<file path="src/verilog/lpf_consts.svh">
// ------------------------------------------------
// Fixed-point formats and sequencer program codes
// Coefficients are Q1.17, so one half is 2**16
// ------------------------------------------------
`ifndef LPF_CONSTS_SVH
`define LPF_CONSTS_SVH

`define LPF_SAMPLE_W   18
`define LPF_COEF_W     18
`define LPF_COEF_HALF  18'sd65536
`define LPF_COEF_SHIFT 17
`define LPF_FIFO_DEPTH 2
`define LPF_DSM_FS     131072

// Sequencer program
`define LPF_PROG_LEN       10
`define LPF_TASK_WAIT_IN   3'd0
`define LPF_TASK_START_1   3'd1
`define LPF_TASK_WAIT_DONE 3'd2
`define LPF_TASK_POP_2     3'd3
`define LPF_TASK_JUMP_0    3'd4

`endif

</file>
<file path="src/verilog/lpf_pkg.sv">
// ------------------------------------------------
// Sample, stereo pair and MAC request types
// Accumulator is 48 bits, wide enough for any sum
// ------------------------------------------------
`include "lpf_consts.svh"

package lpf_pkg;

    typedef logic signed [`LPF_SAMPLE_W-1:0] sample_t;

    typedef struct packed {
        sample_t l;
        sample_t r;
    } stereo_t;

    // One request per lane and cycle
    typedef struct packed {
        logic                          clear;
        logic                          valid;
        sample_t                       operand;
        logic signed [`LPF_COEF_W-1:0] coef;
    } mac_req_t;

    typedef logic signed [47:0] acc_t;

endpackage

</file>
<file path="src/verilog/sample_fifo.sv">
// ------------------------------------------------
// Synchronous FIFO, head shown combinationally
// Push when full and pop when empty are dropped
// ------------------------------------------------
`include "lpf_consts.svh"

module sample_fifo #(
    parameter type payload_t = logic [35:0]
) (
    input  logic     clk,
    input  logic     reset,
    input  logic     push,
    input  logic     pop,
    input  payload_t data_in,
    output payload_t data_out,
    output logic     empty,
    output logic     full
);

    localparam int depth = `LPF_FIFO_DEPTH;
    localparam int ptr_w = (depth > 1) ? $clog2(depth) : 1;
    localparam int cnt_w = $clog2(depth + 1);

    payload_t           mem [depth];
    logic [ptr_w-1:0]   wr_ptr;
    logic [ptr_w-1:0]   rd_ptr;
    logic [cnt_w-1:0]   count;
    logic               do_push;
    logic               do_pop;

    assign do_push  = push && !full;
    assign do_pop   = pop && !empty;
    assign empty    = (count == '0);
    assign full     = (count == cnt_w'(depth));
    assign data_out = mem[rd_ptr];

    always_ff @(posedge clk) begin
        if (do_push) begin
            mem[wr_ptr] <= data_in;
        end
    end

    always_ff @(posedge clk or posedge reset) begin
        if (reset) begin
            wr_ptr <= '0;
            rd_ptr <= '0;
            count  <= '0;
        end else begin
            if (do_push) begin
                wr_ptr <= (wr_ptr == ptr_w'(depth - 1)) ? '0 : wr_ptr + 1'b1;
            end
            if (do_pop) begin
                rd_ptr <= (rd_ptr == ptr_w'(depth - 1)) ? '0 : rd_ptr + 1'b1;
            end
            if (do_push && !do_pop) begin
                count <= count + 1'b1;
            end else if (do_pop && !do_push) begin
                count <= count - 1'b1;
            end
        end
    end

endmodule

</file>
<file path="src/verilog/interp_2x.sv">
// ------------------------------------------------
// Linear 2x interpolator, 6 cycles start to done
// Needs the MAC result two edges after a request
// Start is ignored while busy
// ------------------------------------------------
`include "lpf_consts.svh"

module interp_2x (
    input  logic               clk,
    input  logic               reset,
    input  logic               start,
    input  lpf_pkg::stereo_t   sample_in,
    output lpf_pkg::mac_req_t  mac_req_l,
    output lpf_pkg::mac_req_t  mac_req_r,
    input  lpf_pkg::acc_t      acc_l,
    input  lpf_pkg::acc_t      acc_r,
    output logic               out_rdy,
    output lpf_pkg::stereo_t   sample_out,
    output logic               busy,
    output logic               done
);

    // Cycle numbers counted from the start pulse
    localparam logic [2:0] cyc_req_prev = 3'd1;
    localparam logic [2:0] cyc_req_cur  = 3'd2;
    localparam logic [2:0] cyc_mid      = 3'd4;
    localparam logic [2:0] cyc_cur      = 3'd5;
    localparam logic [2:0] cyc_done     = 3'd6;

    logic [2:0]       cnt;
    lpf_pkg::stereo_t prev_q;
    lpf_pkg::stereo_t cur_q;
    lpf_pkg::stereo_t mid;
    lpf_pkg::acc_t    mid_acc_l;
    lpf_pkg::acc_t    mid_acc_r;

    function automatic lpf_pkg::mac_req_t half_req(input logic clr, input lpf_pkg::sample_t x);
        lpf_pkg::mac_req_t req;
        req.clear   = clr;
        req.valid   = 1'b1;
        req.operand = x;
        req.coef    = `LPF_COEF_HALF;
        return req;
    endfunction

    always_ff @(posedge clk or posedge reset) begin
        if (reset) begin
            cnt <= '0;
        end else if (start && !busy) begin
            cnt <= 3'd1;
        end else if (cnt == cyc_done) begin
            cnt <= '0;
        end else if (busy) begin
            cnt <= cnt + 3'd1;
        end
    end

    always_ff @(posedge clk) begin
        if (start && !busy) begin
            cur_q <= sample_in;
        end
    end

    // History advances once the pair is out
    always_ff @(posedge clk or posedge reset) begin
        if (reset) begin
            prev_q <= '0;
        end else if (cnt == cyc_done) begin
            prev_q <= cur_q;
        end
    end

    always_comb begin
        mac_req_l = '0;
        mac_req_r = '0;
        if (cnt == cyc_req_prev) begin
            mac_req_l = half_req(1'b1, prev_q.l);
            mac_req_r = half_req(1'b1, prev_q.r);
        end else if (cnt == cyc_req_cur) begin
            mac_req_l = half_req(1'b0, cur_q.l);
            mac_req_r = half_req(1'b0, cur_q.r);
        end
    end

    // prev/2 + cur/2 scaled back, floor by arithmetic shift
    assign mid_acc_l = acc_l >>> `LPF_COEF_SHIFT;
    assign mid_acc_r = acc_r >>> `LPF_COEF_SHIFT;
    assign mid.l     = mid_acc_l[`LPF_SAMPLE_W-1:0];
    assign mid.r     = mid_acc_r[`LPF_SAMPLE_W-1:0];

    assign busy       = (cnt != '0);
    assign out_rdy    = (cnt == cyc_mid) || (cnt == cyc_cur);
    assign sample_out = (cnt == cyc_mid) ? mid : cur_q;
    assign done       = (cnt == cyc_done);

endmodule

</file>
<file path="src/verilog/mac_unit.sv">
// ------------------------------------------------
// Two-lane signed MAC, request at edge N gives
// its accumulator for sampling at edge N+2
// ------------------------------------------------

module mac_unit (
    input  logic              clk,
    input  logic              reset,
    input  lpf_pkg::mac_req_t req_l,
    input  lpf_pkg::mac_req_t req_r,
    output lpf_pkg::acc_t     acc_l,
    output lpf_pkg::acc_t     acc_r
);

    lpf_pkg::mac_req_t req [2];
    lpf_pkg::acc_t     acc [2];

    assign req[0] = req_l;
    assign req[1] = req_r;
    assign acc_l  = acc[0];
    assign acc_r  = acc[1];

    for (genvar i = 0; i < 2; i++) begin : g_lane
        logic          v_q;
        logic          clr_q;
        lpf_pkg::acc_t prod_q;
        lpf_pkg::acc_t acc_q;

        always_ff @(posedge clk or posedge reset) begin
            if (reset) begin
                v_q   <= 1'b0;
                clr_q <= 1'b0;
            end else begin
                v_q   <= req[i].valid;
                clr_q <= req[i].clear;
            end
        end

        // Product stage, then accumulate
        always_ff @(posedge clk) begin
            prod_q <= req[i].operand * req[i].coef;
            if (v_q) begin
                acc_q <= clr_q ? prod_q : acc_q + prod_q;
            end
        end

        assign acc[i] = acc_q;
    end

endmodule

</file>
<file path="src/verilog/sigma_delta_mod.sv">
// ------------------------------------------------
// First-order 1-bit modulator, one channel
// Idle with output low until the first load
// ------------------------------------------------
`include "lpf_consts.svh"

module sigma_delta_mod (
    input  logic             clk,
    input  logic             reset,
    input  logic             load,
    input  lpf_pkg::sample_t sample,
    output logic             bit_out
);

    localparam logic signed [19:0] fs = `LPF_DSM_FS;

    lpf_pkg::sample_t   sample_q;
    logic               running;
    logic signed [19:0] err_q;
    logic signed [19:0] sample_ext;
    logic               bit_next;

    assign sample_ext = sample_q;
    assign bit_next   = (err_q >= 0);

    always_ff @(posedge clk) begin
        if (load) begin
            sample_q <= sample;
        end
    end

    always_ff @(posedge clk or posedge reset) begin
        if (reset) begin
            running <= 1'b0;
            err_q   <= '0;
            bit_out <= 1'b0;
        end else begin
            if (load) begin
                running <= 1'b1;
            end
            if (running) begin
                bit_out <= bit_next;
                // Feed back +/- full scale
                err_q   <= bit_next ? err_q + sample_ext - fs : err_q + sample_ext + fs;
            end
        end
    end

endmodule

</file>
<file path="src/verilog/lpf_chain.sv">
// ------------------------------------------------
// Stereo 4x upsampler with 1-bit DAC modulators
// Input strobes outside WAIT_IN are dropped
// ------------------------------------------------
`include "lpf_consts.svh"

module lpf_chain (
    input  logic             clk,
    input  logic             reset,
    input  logic             sample_in_rdy,
    input  lpf_pkg::sample_t sample_in_l,
    input  lpf_pkg::sample_t sample_in_r,
    output logic             sample_out_rdy,
    output lpf_pkg::sample_t sample_out_l,
    output lpf_pkg::sample_t sample_out_r,
    output logic             dac_out_l,
    output logic             dac_out_r
);

    localparam int pc_w = $clog2(`LPF_PROG_LEN);

    logic [pc_w-1:0]   pc;
    logic [2:0]        step_task;
    logic              owner_s2;
    lpf_pkg::stereo_t  in_q;
    logic              fifo_push, fifo_pop, fifo_empty, fifo_full;
    lpf_pkg::stereo_t  fifo_out;
    logic              s1_start, s1_busy, s1_done, s1_out_rdy;
    logic              s2_start, s2_busy, s2_done, s2_out_rdy;
    lpf_pkg::stereo_t  s1_out, s2_out;
    lpf_pkg::mac_req_t s1_req_l, s1_req_r, s2_req_l, s2_req_r;
    lpf_pkg::mac_req_t mac_req_l, mac_req_r;
    lpf_pkg::acc_t     acc_l, acc_r;

    // ------------------------------------------------
    // Sequencer
    // ------------------------------------------------
    always_comb begin
        case (pc)
            0:       step_task = `LPF_TASK_WAIT_IN;
            1:       step_task = `LPF_TASK_START_1;
            2:       step_task = `LPF_TASK_WAIT_DONE;
            3:       step_task = `LPF_TASK_POP_2;
            4:       step_task = `LPF_TASK_WAIT_DONE;
            5:       step_task = `LPF_TASK_POP_2;
            6:       step_task = `LPF_TASK_WAIT_DONE;
            default: step_task = `LPF_TASK_JUMP_0;
        endcase
    end

    always_ff @(posedge clk or posedge reset) begin
        if (reset) begin
            pc       <= '0;
            owner_s2 <= 1'b0;
        end else begin
            case (step_task)
                `LPF_TASK_WAIT_IN:   if (sample_in_rdy) pc <= pc + 1'b1;
                `LPF_TASK_WAIT_DONE: if (s1_done || s2_done) pc <= pc + 1'b1;
                `LPF_TASK_JUMP_0:    pc <= '0;
                default:             pc <= pc + 1'b1;
            endcase
            // MAC goes to whichever stage starts
            if (s1_start) owner_s2 <= 1'b0;
            if (s2_start) owner_s2 <= 1'b1;
        end
    end

    always_ff @(posedge clk) begin
        if (step_task == `LPF_TASK_WAIT_IN && sample_in_rdy) begin
            in_q <= '{l: sample_in_l, r: sample_in_r};
        end
    end

    assign s1_start  = (step_task == `LPF_TASK_START_1);
    assign fifo_pop  = (step_task == `LPF_TASK_POP_2);
    assign s2_start  = fifo_pop && !fifo_empty;
    assign fifo_push = s1_out_rdy;

    assign mac_req_l = owner_s2 ? s2_req_l : s1_req_l;
    assign mac_req_r = owner_s2 ? s2_req_r : s1_req_r;

    // ------------------------------------------------
    // Datapath
    // ------------------------------------------------
    interp_2x stage1_i (
        .clk(clk), .reset(reset), .start(s1_start), .sample_in(in_q),
        .mac_req_l(s1_req_l), .mac_req_r(s1_req_r), .acc_l(acc_l), .acc_r(acc_r),
        .out_rdy(s1_out_rdy), .sample_out(s1_out), .busy(s1_busy), .done(s1_done)
    );

    sample_fifo #(.payload_t(lpf_pkg::stereo_t)) fifo_i (
        .clk(clk), .reset(reset), .push(fifo_push), .pop(fifo_pop),
        .data_in(s1_out), .data_out(fifo_out), .empty(fifo_empty), .full(fifo_full)
    );

    interp_2x stage2_i (
        .clk(clk), .reset(reset), .start(s2_start), .sample_in(fifo_out),
        .mac_req_l(s2_req_l), .mac_req_r(s2_req_r), .acc_l(acc_l), .acc_r(acc_r),
        .out_rdy(s2_out_rdy), .sample_out(s2_out), .busy(s2_busy), .done(s2_done)
    );

    mac_unit mac_i (
        .clk(clk), .reset(reset), .req_l(mac_req_l), .req_r(mac_req_r),
        .acc_l(acc_l), .acc_r(acc_r)
    );

    sigma_delta_mod dsm_l_i (
        .clk(clk), .reset(reset), .load(s2_out_rdy), .sample(s2_out.l), .bit_out(dac_out_l)
    );

    sigma_delta_mod dsm_r_i (
        .clk(clk), .reset(reset), .load(s2_out_rdy), .sample(s2_out.r), .bit_out(dac_out_r)
    );

    assign sample_out_rdy = s2_out_rdy;
    assign sample_out_l   = s2_out.l;
    assign sample_out_r   = s2_out.r;

endmodule

</file>
<file path="config.mk">
export PLATFORM = sky130hd
export DESIGN_NAME = lpf_chain
export DESIGN_NICKNAME = d
export VERILOG_FILES = /design/src/verilog/lpf_pkg.sv /design/src/verilog/sample_fifo.sv /design/src/verilog/interp_2x.sv /design/src/verilog/mac_unit.sv /design/src/verilog/sigma_delta_mod.sv /design/src/verilog/lpf_chain.sv
export VERILOG_INCLUDE_DIRS = /design/src /design/src/verilog
export SDC_FILE = /design/constraint.sdc
export NUM_CORES = 1
export LEC_CHECK = 0
export BUFFER_PORTS_ARGS = -buffer_cell sky130_fd_sc_hd__buf_2
export CORE_MARGIN = 3
export CORE_UTILIZATION = 45
export CTS_CLUSTER_DIAMETER = 40
export DETAILED_ROUTE_END_ITERATION = 10
export PLACE_DENSITY = 0.7
export SLEW_MARGIN = 10
export SYNTH_ARGS = -nofsm -noshare
export SYNTH_HDL_FRONTEND = slang
export SYNTH_HIERARCHICAL = 1
export SYNTH_SLANG_ARGS = --single-unit
export TNS_END_PERCENT = 1
</file>
<file path="constraint.sdc">
create_clock -name clk -period 8.24 [get_ports clk]
set_input_delay 2.06 -clock clk [delete_from_list [all_inputs] [get_ports clk]]
set_output_delay 2.06 -clock clk [all_outputs]
set_load 0.01 [all_outputs]
</file>
== Word level (Yosys, flattened, before mapping) ==
Memory sizes are Yosys's and may differ from the RTL's. A register that Yosys moved wholly into a read port is not among the register bits.
Cells that the tools add are included.

* Equality and inequality tests: 23
* Order comparisons: 2
* Add/sub/neg operators: 15
* Reductions and logical operators: 28
* Muxes and demuxes: 34
* Multipliers: 2

{| class="wikitable"
|+ Operators with widths
! kind !! number
|-
| 2-to-1 mux 38 bit || 6
|-
| 2-to-1 mux 37 bit || 4
|-
| adder 48 bit || 2
|-
| 2-to-1 mux 48 bit || 2
|-
| multiplier 18 x 18 -> 36 bit || 2
|-
| 2-to-1 mux 36 bit || 2
|-
| adder 20 x 18 -> 20 bit || 2
|-
| adder 20 x 19 -> 20 bit (second input constant) || 2
|-
| >= comparator 20 x 1 -> 1 bit (second input constant) || 2
|-
| 2-to-1 mux 20 bit || 2
|-
| subtractor 20 x 19 -> 20 bit (second input constant) || 2
|-
| equality test 3 bit (second input constant) || 7
|-
| 2-to-1 mux 3 bit || 6
|-
| equality test 3 x 2 -> 1 bit (second input constant) || 4
|-
| equality test 4 x 3 -> 1 bit (second input constant) || 3
|-
| case mux 3 bit (4 select lines) || 1
|-
| case mux 4 bit (3 select lines) || 1
|-
| nonzero test 3 bit || 4
|-
| equality test 3 x 1 -> 1 bit (second input constant) || 3
|-
| equality test 4 x 2 -> 1 bit (second input constant) || 2
|-
| 2-to-1 mux 4 bit || 2
|-
| logical AND 1 bit || 7
|-
| adder 3 x 1 -> 3 bit (second input constant) || 2
|-
| zero test 1 bit || 6
|-
| other kinds (17) || 28
|}

* Logic and storage cells: 135
* Input port bits: 39
* Memories kept: 1
* RAM bits: 72
* Register bits after elaboration: 434
* Output and inout port bits: 39

{| class="wikitable"
|+ Memory list
! memory !! words !! width !! rd ports !! clocked after Yosys merged registers in !! write ports !! line !! RTL
|-
| fifo_i.mem || 2 || 36 || 1 || 1 || 1 || sample_fifo.sv:24 || <nowiki>payload_t mem [depth];</nowiki>
|}

== Logic depth before layout (Yosys ltp) ==
* Word-level depth: 8
* Mapped depth: 32
* Gate-level depth less buffers: 28

== Cells and area by module ==
Netlist, hierarchy kept.

{| class="wikitable"
|+ Modules (own cells, without submodules)
! module !! area each (µm²) !! cells an instance !! times used !! seq. area each (µm²)
|-
| mac_unit || 34,370.5 || 3,710 || 1 || 4,424.2
|-
| interp_2x || 4,448.0 || 343 || 2 || 2,057.0
|-
| sigma_delta_mod || 2,313.5 || 200 || 2 || 1,091.0
|-
| sample_fifo || 2,947.8 || 132 || 1 || 2,262.2
|-
| lpf_chain || 2,351.0 || 161 || 1 || 1,206.2
|}

== Least setup slack after synthesis ==
OpenSTA, ideal clock, no wires.

* Path kind: register -> register
* Start point: register stage2_i.cnt[2]
* End point: register mac_i.g_lane[1].prod_q[29]
* Cell stages (with the launch flop): 17
* Slack: 3,162 ps
* Path buffers: 5
* Library setup time: 120 ps
* Data arrival time: 4,958 ps
* Cell sequence: dfrtp_1 buf_6 buf_2 buf_1 a21oi_1 buf_4 mux2_2 clkbuf_1 and2_1 fa_1 fa_1 fa_1 fa_1 fa_1 fa_1 ha_1 xor2_1

{| class="wikitable"
|+ RTL lines
! element !! line !! RTL
|-
| start, declared || interp_2x.sv:30 || <nowiki>logic [2:0] cnt;</nowiki>
|-
| start signal, assigned || interp_2x.sv:54 || <nowiki>cnt <= cnt + 3'd1;</nowiki>
|-
| end signal, assigned || mac_unit.sv:41 || <nowiki>prod_q <= req[i].operand * req[i].coef;</nowiki>
|-
| end, declared || mac_unit.sv:26 || <nowiki>lpf_pkg::acc_t prod_q;</nowiki>
|}

==> flow_metrics.tcl <==
set metrics [dict create \
    status "finished clean" \
    die-area_um2 116000 \
    wire_per_inst_um 19.1 \
    worst_hold_path_type "register to register" \
    drt_iter0_drc 2469 \
    fin_nets 5746 \
    min_path_cells 0 \
    rsz0062_at_grt "false" \
    synth_warnings 6 \
    placed_cell_area_um2 51500 \
    finalClockSkew_ps 39.3 \
    finalSetupViolCount 0 \
    finalSetupTns_ps 0 \
    drive_above_1_share_pct 11.7 \
    area_delta_synth_final_pct 7.42 \
    cts_root_buf "clkbuf_16" \
    post-cts-setup-buffers 0 \
    cp_max_fo 61 \
    hold_viol_final 0 \
    cts.path.max_buffers 3 \
    instances_no_fill 6301 \
    detail_route.first_pass.iterations 6 \
    fin_area_um2 54100 \
    synth_area_um2 50400 \
    holdBufCountCts 0 \
    core_um2 111000 \
    grt_first_pass_wirelength_mm 193 \
    antenna_left 0 \
    startpoint_type "register" \
    cts_max_level 3 \
    grt_usage_pct 21.2 \
    worstPathRequired_ps 8730 \
    min_period_ps 5770 \
    port_buffers 77 \
    initial_core_util_pct 45.5 \
    numCtsBuffers 77 \
    clock-sinks 491 \
    period_share_pct 70.1 \
    fmax_mhz 173 \
    critPathCaptureType "register" \
    vias 33500 \
    slew-limit-headroom_pct 25.2 \
    criticalPathCategory "register to register" \
    rows 122 \
    overflow 0 \
    dp_hpwl_mm 91.0 \
    arrival_ps 6270 \
    gp_congestion 0.922 \
    cts_tree "yes" \
    dp_cells 6153 \
    rr_worst_depth 13 \
    antenna_found_initial 9 \
    die_h_um 341 \
    die-width_um 341 \
    drc 0 \
    slew_viol_final 0 \
    fill_cells 9949 \
    grt_start_max_net_pins 70 \
    grt_pass1_vias 34800 \
    drt-total-wl_mm 121 \
    clkTransAtPathRegs_ps 50 \
    vias_per_cell 5.32 \
    syn_avg_cell_area_um2 10.5 \
    tightest_slew_ps 1120 \
    drv_cap 0 \
    cts-resized-gates 0 \
    r2r_slack_ps 2470 \
    clock_latency_ps 640 \
    netlist_instances 4777 \
    ios 78 \
]
worst max-delay path, stage by stage (launching register included):
cell      delay [ps]
dfrtp_2         1010
buf_4            390
nand3b_1         140
a21oi_1           90
mux2_2           450
and2_1           250
fa_1             470
fa_1             460
fa_1             460
fa_1             460
fa_1             460
fa_1             450
ha_1             350
xor2_1           180
layout make-up:
| class | instances | area [µm²] | share of cell area, % |
|---|---|---|---|
| inverters | 794 | 2980 | 5.51 |
| multi-input cells | 3271 | 32700 | 60.4 |
| well taps | 1488 | 1860 | 3.44 |
| clock buffers | 88 | 2010 | 3.71 |
| diodes | 5 | 12.5 | 0.0231 |
| clock inverters | 55 | 584 | 1.08 |
| repair buffers | 109 | 626 | 1.16 |
| flip-flops and latches | 491 | 13400 | 24.7 |
path summary, 6_finish.rpt:
| path | from | to |
|---|---|---|
| min | in_q[16] | stage1_i/cur_q[16] |
| min in group asynchronous | reset | fifo_i/wr_ptr |
| max | stage1_i/cnt[1] | mac_i/g_lane[1].prod_q[29] |
| min reg2reg | in_q[16] | stage1_i/cur_q[16] |
| max in group asynchronous | reset | dsm_r_i/err_q[9] |
| max reg2reg | stage1_i/cnt[1] | mac_i/g_lane[1].prod_q[29] |
sequential cells by signal, summed over array words and instances, names as in the netlist, 20 cells and up:
register,cells
dsm_l_i/err_q,20
dsm_r_i/err_q,20
fifo_i/mem,72
in_q,36
mac_i/acc_l,35
mac_i/acc_r,35
mac_i/g_lane.prod_q,70
stage1_i/cur_q,36
stage1_i/prev_q,36
stage2_i/cur_q,36
stage2_i/prev_q,36
cells in the final DEF (no fill, tap or decap), types with 17 or more instances in the layout:
master and count:
nand3_1 28, nor2_1 112, and2_1 335, dfxtp_1 70, nand3b_1 145, o21a_1 23
ha_1 299, mux2_2 137, mux2_4 148, a21o_1 89, clkbuf_16 78, o21ai_0 133
xor2_1 42, a211oi_1 21, dfrtp_1 127, buf_2 77, o21bai_1 21, nand2b_1 31
a21oi_1 194, nor3_1 17, inv_1 791, nor2b_1 19, fa_1 664, buf_4 32
nand2_1 427, xnor2_1 103, edfxtp_1 286, conb_1 68
per-layer routing:
metal | vias up | GRT usage [%] | wire length (µm)
met5 | - | 0 | 60
li1 | 15200 | - | -
met1 | 17000 | 30.1 | 53600
met4 | 8 | 6.29 | 3200
met3 | 200 | 4.36 | 9800
met2 | 1071 | 32.7 | 53800
per-stage QoR:
| step | util (%) | setup slack (ps) | hold slack [ps] |
|---|---|---|---|
| 3_3_place_gp | 46.5 | 2670 | 402 |
| 3_5_place_dp | 46.5 | 2540 | 405 |
| 2_1_floorplan | - | 3160 | 400 |
| 4_1_cts | 48.8 | 2480 | 418 |
| 6_report | 48.8 | 2470 | 416 |
| 5_1_grt | 48.8 | 2280 | 423 |
Power is not shown: default switching activity piles up to over one toggle a cycle in this logic, so the estimate is an artifact.
